===== config.mk =====
export PLATFORM = sky130hd
export DESIGN_NAME = lm80c_mem_top
export DESIGN_NICKNAME = d
export VERILOG_FILES = /design/src/lm80c_mem_pkg.sv /design/src/mem_req_if.sv /design/src/lm80c_mem_top.sv /design/src/mem_arbiter.sv /design/src/ram_eraser.sv /design/src/boot_loader.sv /design/src/system_control.sv /design/src/clock_enables.sv
export VERILOG_INCLUDE_DIRS = /design/src
export SDC_FILE = /design/constraint.sdc
export NUM_CORES = 1
export LEC_CHECK = 0
export BUFFER_PORTS_ARGS = -buffer_cell sky130_fd_sc_hd__buf_2
export CORE_MARGIN = 2
export CORE_UTILIZATION = 40
export DETAILED_ROUTE_END_ITERATION = 7
export PLACE_DENSITY = 0.68
export REMOVE_ABC_BUFFERS = 1
export SYNTH_ARGS = -nofsm -noshare
export SYNTH_HDL_FRONTEND = slang
export SYNTH_SLANG_ARGS = --single-unit

===== constraint.sdc =====
create_clock -name clk_cpu -period 8 [get_ports clk_cpu]
set_input_delay 0.8 -clock clk_cpu [delete_from_list [all_inputs] [get_ports clk_cpu]]
set_output_delay 0.8 -clock clk_cpu [all_outputs]
set_load 0.01 [all_outputs]

===== src/lm80c_mem_settings.svh =====
`ifndef LM80C_MEM_SETTINGS_SVH
`define LM80C_MEM_SETTINGS_SVH

// ========================================================================
// Widths
// ========================================================================

// Memory device address, covers ROM and RAM banks
`define MEM_ADDR_W 25
`define DATA_W 8
// Z80 address bus
`define CPU_ADDR_W 16
// Host download slot number
`define IOCTL_INDEX_W 8

// ========================================================================
// Clock enable periods in clk_cpu cycles
// ========================================================================

`define VDP_DIV 4
`define Z80_DIV 8
`define PSG_DIV 16

// ========================================================================
// Memory map
// ========================================================================

// ROM images start at the bottom of bank 0
`define ROM_START_ADDR 25'h00000
// BASIC text area in bank 1
`define PRG_START_ADDR 25'h15608
// Two-byte end of program pointer used by BASIC
`define PTR_PROGND_ADDR 25'h155E4
// Eraser clears the whole RAM bank
`define ERASE_START_ADDR 25'h10000
`define ERASE_WORDS 65536
// Highest CPU address that may hit ROM
`define ROM_TOP_ADDR 16'h7FFF

`endif

===== src/lm80c_mem_pkg.sv =====
`default_nettype none

`include "lm80c_mem_settings.svh"

package lm80c_mem_pkg;

	// Address and data words
	typedef logic [`MEM_ADDR_W-1:0] mem_addr_t;
	typedef logic [`DATA_W-1:0]     mem_data_t;
	typedef logic [`CPU_ADDR_W-1:0] cpu_addr_t;

	// Download slot kinds, values match the host index
	typedef enum logic [1:0] {
		dl_boot = 2'd0,
		dl_none = 2'd1,
		dl_prg  = 2'd2,
		dl_rom  = 2'd3
	} dl_kind_e;

	// Boot loader FSM
	typedef enum logic [1:0] {
		ld_idle,
		ld_load,
		ld_ptr_lo,
		ld_ptr_hi
	} loader_state_e;

	// RAM eraser FSM
	typedef enum logic {
		er_idle,
		er_sweep
	} eraser_state_e;

endpackage

`default_nettype wire


===== src/mem_req_if.sv =====
`default_nettype none
`timescale 1ns/100ps

`include "lm80c_mem_settings.svh"

interface mem_req_if;
	import lm80c_mem_pkg::*;

	// One memory access per cycle, no ready
	mem_addr_t addr;
	mem_data_t wdata;
	logic      wr;
	logic      rd;

	// Loader, eraser and CPU side
	modport requester (
		output addr,
		output wdata,
		output wr,
		output rd
	);

	// Arbiter side
	modport arbiter (
		input addr,
		input wdata,
		input wr,
		input rd
	);

endinterface

`default_nettype wire


===== src/lm80c_mem_top.sv =====
`default_nettype none
`timescale 1ns/100ps

`include "lm80c_mem_settings.svh"

module lm80c_mem_top (
	input  logic                      clk_cpu,
	input  logic                      arst_n,
	// Host download
	input  logic                      ioctl_download,
	input  logic [`IOCTL_INDEX_W-1:0] ioctl_index,
	input  lm80c_mem_pkg::mem_addr_t  ioctl_addr,
	input  lm80c_mem_pkg::mem_data_t  ioctl_dout,
	input  logic                      ioctl_wr,
	// Menu and board controls
	input  logic                      erase_trigger,
	input  logic                      status_reset,
	input  logic                      user_button,
	input  logic [1:0]                pio_port_b,
	// CPU memory bus
	input  lm80c_mem_pkg::cpu_addr_t  cpu_addr,
	input  lm80c_mem_pkg::mem_data_t  cpu_wdata,
	input  logic                      cpu_rd,
	input  logic                      cpu_wr,
	output lm80c_mem_pkg::mem_data_t  cpu_rdata,
	// Memory device
	output lm80c_mem_pkg::mem_addr_t  mem_addr,
	output lm80c_mem_pkg::mem_data_t  mem_wdata,
	output logic                      mem_wr,
	output logic                      mem_rd,
	input  lm80c_mem_pkg::mem_data_t  mem_rdata,
	// System
	output logic                      sys_reset,
	output logic                      cpu_wait,
	output logic                      led,
	output logic                      vdp_ena,
	output logic                      z80_ena,
	output logic                      psg_ena
);

	logic rom_loaded;
	logic downloading;
	logic erase_busy;

	mem_req_if dl_req ();
	mem_req_if er_req ();
	mem_req_if cpu_req ();

	// CPU request, bank bits set by the arbiter
	assign cpu_req.addr  = {{(`MEM_ADDR_W - `CPU_ADDR_W){1'b0}}, cpu_addr};
	assign cpu_req.wdata = cpu_wdata;
	assign cpu_req.wr    = cpu_wr;
	assign cpu_req.rd    = cpu_rd;

	// Read data goes straight back to the CPU
	assign cpu_rdata = mem_rdata;

	clock_enables clock_enables_i (
		.clk_cpu (clk_cpu),
		.arst_n  (arst_n),
		.vdp_ena (vdp_ena),
		.z80_ena (z80_ena),
		.psg_ena (psg_ena)
	);

	system_control system_control_i (
		.rom_loaded   (rom_loaded),
		.downloading  (downloading),
		.erase_busy   (erase_busy),
		.status_reset (status_reset),
		.user_button  (user_button),
		.pio_port_b   (pio_port_b),
		.sys_reset    (sys_reset),
		.cpu_wait     (cpu_wait),
		.led          (led)
	);

	boot_loader boot_loader_i (
		.clk_cpu        (clk_cpu),
		.arst_n         (arst_n),
		.ioctl_download (ioctl_download),
		.ioctl_index    (ioctl_index),
		.ioctl_addr     (ioctl_addr),
		.ioctl_dout     (ioctl_dout),
		.ioctl_wr       (ioctl_wr),
		.req            (dl_req.requester),
		.downloading    (downloading),
		.rom_loaded     (rom_loaded)
	);

	ram_eraser ram_eraser_i (
		.clk_cpu       (clk_cpu),
		.arst_n        (arst_n),
		.z80_ena       (z80_ena),
		.erase_trigger (erase_trigger),
		.req           (er_req.requester),
		.erase_busy    (erase_busy)
	);

	// PIO B bit 0 maps ROM into the low 32K
	mem_arbiter mem_arbiter_i (
		.clk_cpu     (clk_cpu),
		.arst_n      (arst_n),
		.dl_req      (dl_req.arbiter),
		.er_req      (er_req.arbiter),
		.cpu_req     (cpu_req.arbiter),
		.downloading (downloading),
		.erase_busy  (erase_busy),
		.rom_enabled (pio_port_b[0]),
		.mem_addr    (mem_addr),
		.mem_wdata   (mem_wdata),
		.mem_wr      (mem_wr),
		.mem_rd      (mem_rd)
	);

endmodule

`default_nettype wire


===== src/mem_arbiter.sv =====
`default_nettype none
`timescale 1ns/100ps

`include "lm80c_mem_settings.svh"

module mem_arbiter (
	input  logic                     clk_cpu,
	input  logic                     arst_n,
	mem_req_if.arbiter               dl_req,
	mem_req_if.arbiter               er_req,
	mem_req_if.arbiter               cpu_req,
	input  logic                     downloading,
	input  logic                     erase_busy,
	input  logic                     rom_enabled,
	output lm80c_mem_pkg::mem_addr_t mem_addr,
	output lm80c_mem_pkg::mem_data_t mem_wdata,
	output logic                     mem_wr,
	output logic                     mem_rd
);
	import lm80c_mem_pkg::*;

	localparam cpu_addr_t ROM_TOP = cpu_addr_t'(`ROM_TOP_ADDR);

	mem_addr_t sel_addr;
	mem_data_t sel_wdata;
	logic      sel_wr;
	logic      sel_rd;
	logic      ram_bank;

	// ========================================================================
	// Banking
	// ========================================================================

	// ROM at 0-0000..0-7FFF and RAM at 1-0000..1-FFFF
	// With ROM off, the CPU sees RAM everywhere
	assign ram_bank = ~rom_enabled | (cpu_req.addr[`CPU_ADDR_W-1:0] > ROM_TOP);

	// ========================================================================
	// Requester select
	// ========================================================================

	always_comb begin
		if (downloading && dl_req.wr) begin
			// Host download wins
			sel_addr  = dl_req.addr;
			sel_wdata = dl_req.wdata;
			sel_wr    = 1'b1;
			sel_rd    = 1'b0;
		end else if (erase_busy) begin
			sel_addr  = er_req.addr;
			sel_wdata = er_req.wdata;
			sel_wr    = er_req.wr;
			sel_rd    = 1'b0;
		end else begin
			// CPU gets the bank bit above its 64K window
			sel_addr              = cpu_req.addr;
			sel_addr[`CPU_ADDR_W] = ram_bank;
			sel_wdata             = cpu_req.wdata;
			sel_wr                = cpu_req.wr;
			sel_rd                = cpu_req.rd;
		end
	end

	// Strobes cleared on reset
	always_ff @(posedge clk_cpu or negedge arst_n) begin
		if (!arst_n) begin
			mem_wr <= 1'b0;
			mem_rd <= 1'b0;
		end else begin
			mem_wr <= sel_wr;
			mem_rd <= sel_rd;
		end
	end

	// Address and data follow the strobes
	always_ff @(posedge clk_cpu) begin
		mem_addr  <= sel_addr;
		mem_wdata <= sel_wdata;
	end

	// Only the CPU reads, so a read cycle must not carry a write
	ap_cpu_rd_wr: assert property (@(posedge clk_cpu) disable iff (!arst_n)
		mem_rd |-> !mem_wr);

endmodule

`default_nettype wire


===== src/ram_eraser.sv =====
`default_nettype none
`timescale 1ns/100ps

`include "lm80c_mem_settings.svh"

module ram_eraser (
	input  logic         clk_cpu,
	input  logic         arst_n,
	input  logic         z80_ena,
	input  logic         erase_trigger,
	mem_req_if.requester req,
	output logic         erase_busy
);
	import lm80c_mem_pkg::*;

	localparam int CNT_W = $clog2(`ERASE_WORDS);
	localparam mem_addr_t ERASE_BASE = mem_addr_t'(`ERASE_START_ADDR);
	localparam logic [CNT_W-1:0] LAST_CNT = CNT_W'(`ERASE_WORDS - 1);

	eraser_state_e    state;
	// Offset of the next byte to clear
	logic [CNT_W-1:0] erase_cnt;

	// ========================================================================
	// Sweep FSM
	// ========================================================================

	always_ff @(posedge clk_cpu or negedge arst_n) begin
		if (!arst_n) begin
			state     <= er_idle;
			erase_cnt <= '0;
		end else begin
			case (state)
				er_idle: begin
					// Retrigger while sweeping has no effect
					if (erase_trigger) begin
						state     <= er_sweep;
						erase_cnt <= '0;
					end
				end
				default: begin
					// One byte per CPU tick
					if (z80_ena) begin
						erase_cnt <= erase_cnt + 1'b1;
						if (erase_cnt == LAST_CNT) begin
							state <= er_idle;
						end
					end
				end
			endcase
		end
	end

	assign erase_busy = (state == er_sweep);

	// Zero writes only, never reads
	assign req.addr  = ERASE_BASE + mem_addr_t'(erase_cnt);
	assign req.wdata = '0;
	assign req.wr    = erase_busy & z80_ena;
	assign req.rd    = 1'b0;

	// Busy ends right after the write to the last byte of the bank
	ap_last_write: assert property (@(posedge clk_cpu) disable iff (!arst_n)
		$fell(erase_busy) |->
			$past(req.wr) && ($past(req.addr) == ERASE_BASE + mem_addr_t'(LAST_CNT)));

endmodule

`default_nettype wire


===== src/boot_loader.sv =====
`default_nettype none
`timescale 1ns/100ps

`include "lm80c_mem_settings.svh"

module boot_loader (
	input  logic                      clk_cpu,
	input  logic                      arst_n,
	input  logic                      ioctl_download,
	input  logic [`IOCTL_INDEX_W-1:0] ioctl_index,
	input  lm80c_mem_pkg::mem_addr_t  ioctl_addr,
	input  lm80c_mem_pkg::mem_data_t  ioctl_dout,
	input  logic                      ioctl_wr,
	mem_req_if.requester              req,
	output logic                      downloading,
	output logic                      rom_loaded
);
	import lm80c_mem_pkg::*;

	localparam mem_addr_t ROM_BASE = mem_addr_t'(`ROM_START_ADDR);
	localparam mem_addr_t PRG_BASE = mem_addr_t'(`PRG_START_ADDR);
	localparam mem_addr_t PTR_ADDR = mem_addr_t'(`PTR_PROGND_ADDR);

	loader_state_e state;
	dl_kind_e      dl_kind;
	dl_kind_e      kind_q;
	mem_addr_t     max_off;
	mem_addr_t     prg_end;
	logic          host_wr;
	logic          prg_wr;

	// Slot decode
	always_comb begin
		case (ioctl_index)
			`IOCTL_INDEX_W'(dl_boot): dl_kind = dl_boot;
			`IOCTL_INDEX_W'(dl_prg):  dl_kind = dl_prg;
			`IOCTL_INDEX_W'(dl_rom):  dl_kind = dl_rom;
			default:                  dl_kind = dl_none;
		endcase
	end

	// Host writes to unknown slots are dropped
	assign host_wr = ioctl_download & ioctl_wr & (dl_kind != dl_none);
	assign prg_wr  = host_wr & (dl_kind == dl_prg);

	// ========================================================================
	// Load sequencing
	// ========================================================================

	always_ff @(posedge clk_cpu or negedge arst_n) begin
		if (!arst_n) begin
			state      <= ld_idle;
			kind_q     <= dl_none;
			rom_loaded <= 1'b0;
		end else begin
			// Keep the kind of the running download for its end
			if (ioctl_download) begin
				kind_q <= dl_kind;
			end
			case (state)
				ld_idle: begin
					if (ioctl_download) begin
						state <= ld_load;
					end
				end
				ld_load: begin
					if (!ioctl_download) begin
						if (kind_q == dl_prg) begin
							state <= ld_ptr_lo;
						end else begin
							state <= ld_idle;
							// Boot or ROM image done, sticky until reset
							if (kind_q != dl_none) begin
								rom_loaded <= 1'b1;
							end
						end
					end
				end
				ld_ptr_lo: state <= ld_ptr_hi;
				default:   state <= ld_idle;
			endcase
		end
	end

	// Highest program offset, restarts with every download
	always_ff @(posedge clk_cpu) begin
		if (prg_wr && (state == ld_idle || ioctl_addr > max_off)) begin
			max_off <= ioctl_addr;
		end else if (state == ld_idle) begin
			max_off <= '0;
		end
	end

	// First free byte after the program
	assign prg_end = PRG_BASE + max_off + 1'b1;

	// Pointer writes still count as download for the arbiter
	assign downloading = ioctl_download | (state == ld_ptr_lo) | (state == ld_ptr_hi);

	// ========================================================================
	// Memory request
	// ========================================================================

	always_comb begin
		req.rd    = 1'b0;
		req.wr    = host_wr;
		req.wdata = ioctl_dout;
		req.addr  = (dl_kind == dl_prg) ? PRG_BASE + ioctl_addr : ROM_BASE + ioctl_addr;
		case (state)
			ld_ptr_lo: begin
				// Low byte first, Z80 order
				req.wr    = 1'b1;
				req.addr  = PTR_ADDR;
				req.wdata = prg_end[`DATA_W-1:0];
			end
			ld_ptr_hi: begin
				req.wr    = 1'b1;
				req.addr  = PTR_ADDR + 1'b1;
				req.wdata = prg_end[2*`DATA_W-1:`DATA_W];
			end
			default: ;
		endcase
	end

	// Host has to raise download at least a cycle before its first write
	ap_no_wr_idle: assert property (@(posedge clk_cpu) disable iff (!arst_n)
		(state == ld_idle) |-> !$rose(req.wr));

endmodule

`default_nettype wire


===== src/system_control.sv =====
`default_nettype none
`timescale 1ns/100ps

module system_control (
	input  logic       rom_loaded,
	input  logic       downloading,
	input  logic       erase_busy,
	input  logic       status_reset,
	input  logic       user_button,
	input  logic [1:0] pio_port_b,
	output logic       sys_reset,
	output logic       cpu_wait,
	output logic       led
);

	// ========================================================================
	// Reset and wait
	// ========================================================================

	// Hold the machine in reset until the ROM image is in memory
	// Erasing also counts as reset, the CPU must not touch RAM then
	// Menu reset and the board button act the same
	always_comb begin
		sys_reset = ~rom_loaded | erase_busy | status_reset | user_button;
	end

	// Stall the CPU during boot and any host download
	always_comb begin
		cpu_wait = ~rom_loaded | downloading;
	end

	// ========================================================================
	// Activity LED
	// ========================================================================

	// Bit 1 of PIO port B switches the LED off under software control
	// Bit 0 selects ROM banking and is used by the arbiter
	always_comb begin
		led = ~(cpu_wait | pio_port_b[1]);
	end

endmodule

`default_nettype wire


===== src/clock_enables.sv =====
`default_nettype none
`timescale 1ns/100ps

`include "lm80c_mem_settings.svh"

module clock_enables (
	input  logic clk_cpu,
	input  logic arst_n,
	output logic vdp_ena,
	output logic z80_ena,
	output logic psg_ena
);

	localparam int CNT_W = $clog2(`PSG_DIV);

	// Shared phase counter for all three sections
	logic [CNT_W-1:0] div_cnt;

	always_ff @(posedge clk_cpu or negedge arst_n) begin
		if (!arst_n) begin
			div_cnt <= '0;
		end else if (div_cnt == CNT_W'(`PSG_DIV - 1)) begin
			div_cnt <= '0;
		end else begin
			div_cnt <= div_cnt + 1'b1;
		end
	end

	// All enables fire on phase zero, so they line up after reset
	assign vdp_ena = (div_cnt % `VDP_DIV) == 0;
	assign z80_ena = (div_cnt % `Z80_DIV) == 0;
	assign psg_ena = (div_cnt == '0);

	// PSG ticks only on a CPU tick
	ap_psg_in_z80: assert property (@(posedge clk_cpu) disable iff (!arst_n)
		psg_ena |-> z80_ena && vdp_ena);

	// CPU enable period holds exactly
	ap_z80_period: assert property (@(posedge clk_cpu) disable iff (!arst_n)
		z80_ena |=> !z80_ena [*(`Z80_DIV - 1)] ##1 z80_ena);

endmodule

`default_nettype wire


==> flow_summary.toml <==
[run_status]
status = "finished, final reports clean"

[critical_path]
cp_slowest_cell = "o22ai_2"
crit_fanout = 25
cp.arrival_ns = 3.43
end_kind = "flop"
reg2regPathDepth = 8
cpPeakStageDelay_ns = 1.01
path_class = "in -> reg"
cp-start-kind = "input port"
path_buf_inv = 1
crit_required_ns = 7.95
worstPathCellList = "buf_2, or4_4, nor4_4, nand4_1, o22ai_2"
cp.depth = 5
path_delay_family = "simple AND/OR/NAND/NOR gates"

[finish]
layout.nets = 763
final_cell_area_um2 = 6090
final_cell_count_no_fill = 826
layout_common_cells = "116 x buf_2, 42 x nor2_1, 37 x nand2_1, 33 x dfxtp_1, 32 x inv_1"
final_common_cell = "buf_2"
drive_above_1_share_pct = 22.3
synthToLayoutAreaGrowth_pct = 18.3
diodes = 0

[sta]
slew_headroom_pct = 12.2
maxSlewViolCount = 0
whs_ns = 0.494
hold_viol_final = 0
setup-tns-final_ns = 0
clock.fmax_mhz = 287
rsz0062_at_grt = "false"
fin_crit_ns = 3.48
setup_violations = 0
fin_crit_sh_pct = 43.5
skew_ns = 0.00706
worst_pin_slew_ns = 1.32

[clocking]
cts_tree = "yes"
cts_inserted_buffers = 9
clkLatencyLatePin_ns = 0.34
root_buffer = "clkbuf_16"
hold_buffers = 0
postCtsSetupBuffers = 0
cts.clk_slew.worst_paths_ns = 0.06
post_cts_resized = 0
cts.sink_count = 86
clockBufferDepth = 2
cts-htree-levels = 3

[yosys]
synthFlopType = "dfxtp_1"
ys_seq_elements = 86
synthArstFlopShare_pct = 32.6
yosysSeqAreaShare_pct = 41.0
yosys_warnings = 0
synth_cell_types = 60
synth_cells = 552
synth_edf_count = 25
syn_avg_cell_area_um2 = 9.33
syn-cell-area_um2 = 5150

[global_routing]
grt_pass1_wl_mm = 23.4
grt-ovfl-total = 0
grt_max_degree = 30
grt.total_usage_pct = 21.3
antenna_found_initial = 0
grt_pass1_vias = 4588

[drt]
route.detailed.drc = 0
antenna_left = 0
vias_per_cell = 5.47
drt-pass1-iter-count = 5
wirelength_mm = 14.3
avgRoutedWirePerCell_um = 17.3
drt_iter0_markers = 332
num_vias = 4517

[place]
place_area_um2 = 5800
place.gp.congestion = 0.928
dp_cells = 810
io_buffers = 116
dp_hpwl_mm = 10.8

[die]
row_count = 41
start_util_pct = 41.0
die_height_um = 117
core_um2 = 12600
ios = 133
fp.dieArea_um2 = 13800
fp.dieW_um = 117

[power]
peakVddDrop_uv = 112
leakage_nw = 2.64
power_density_nw_per_um2 = 165

[job]
cap_violations = 0

[worst_hold_path]
holdCritPathClass = "in -> async"
cells in the mapped netlist, types with 11 or more instances:
cell / count / share of area [%]
nand4_1: 19 / 2.3
inv_1: 32 / 2.3
dfrtp_1: 27 / 13
nor2_1: 42 / 3.1
xnor2_1: 31 / 5.3
dfxtp_1: 33 / 13
clkbuf_1: 17 / 1.2
a21oi_1: 30 / 2.9
nor2b_1: 13 / 1.6
ha_1: 30 / 7.3
xor2_1: 11 / 1.9
nand3_1: 24 / 2.3
o21ai_0: 24 / 2.3
nand2_1: 37 / 2.7
edfxtp_1: 25 / 15
a211oi_1: 16 / 2.3
buf_4: 11 / 1.6
a21boi_0: 24 / 3.5
cells by family (layout without fill, tap and decap cells):
logic type	count (synthesis)	count (layout)	synth area share, %
simple gates	179	179	18.2
compound gates	139	139	18.4
flops	86	86	41.0
buf+inv	65	167	5.74
xor+xnor	42	42	7.14
fa+ha+maj	30	30	7.29
mux	11	11	2.16
per-stage QoR:
step	total power, mW	util [%]	setup slack [ns]
after floorplan	0.539	-	4.27
after global placement	0.592	46.2	4.29
after detailed placement	0.596	46.2	4.16
after CTS	1.01	48.5	4.51
after global routing	1.04	48.5	4.36
final	1.01	48.5	4.52
state kept, by name, summed over array words and instances, names as in the netlist:
signal and flops:
boot_loader_i.kind_q 2, boot_loader_i.max_off 25, boot_loader_i.rom_loaded 1, boot_loader_i.state 2
clock_enables_i.div_cnt 4, mem_arbiter_i.mem_addr 25, mem_arbiter_i.mem_rd 1, mem_arbiter_i.mem_wdata 8
mem_arbiter_i.mem_wr 1, ram_eraser_i.erase_busy 1, ram_eraser_i.erase_cnt 16
final cells by class:
type                            count  area [um2]
Clock buffer                       10         229
Clock inverter                      6        62.6
Fill cell                        1211        6480
Inverter                           33         124
Multi-Input combinational cell    401        2750
Sequential cell                    86        2110
Tap cell                          172         215
Timing Repair Buffer              118         596
where the power goes:
group	leakage (nW)	switching, mW	internal, mW
Combinational	1.65	0.0627	0.0482
Clock	0.136	0.178	0.241
Sequential	0.852	0.0129	0.464
Total	2.64	0.254	0.753
metal layers:
layer,vias up,wire (um),track usage (%)
met2,171,6540,33.2
li1,2181,-,-
met4,0,355,9.11
met5,-,0,0
met3,25,847,4.31
met1,2140,6550,28.7
final timing paths:
path,from,slack (ns),to
max in group asynchronous,arst_n,7.07,ram_eraser_i.erase_cnt[5]
setup / recovery,ioctl_index[3],4.52,boot_loader_i.max_off[19]
hold reg to reg,clock_enables_i.div_cnt[0],0.49,clock_enables_i.div_cnt[0]
hold / removal,arst_n,0.49,clock_enables_i.div_cnt[3]
setup reg to reg,boot_loader_i.max_off[4],4.88,boot_loader_i.max_off[19]
min in group clk_cpu,clock_enables_i.div_cnt[0],0.49,clock_enables_i.div_cnt[0]
No activity file was read; power rests on OpenSTA's default activity.
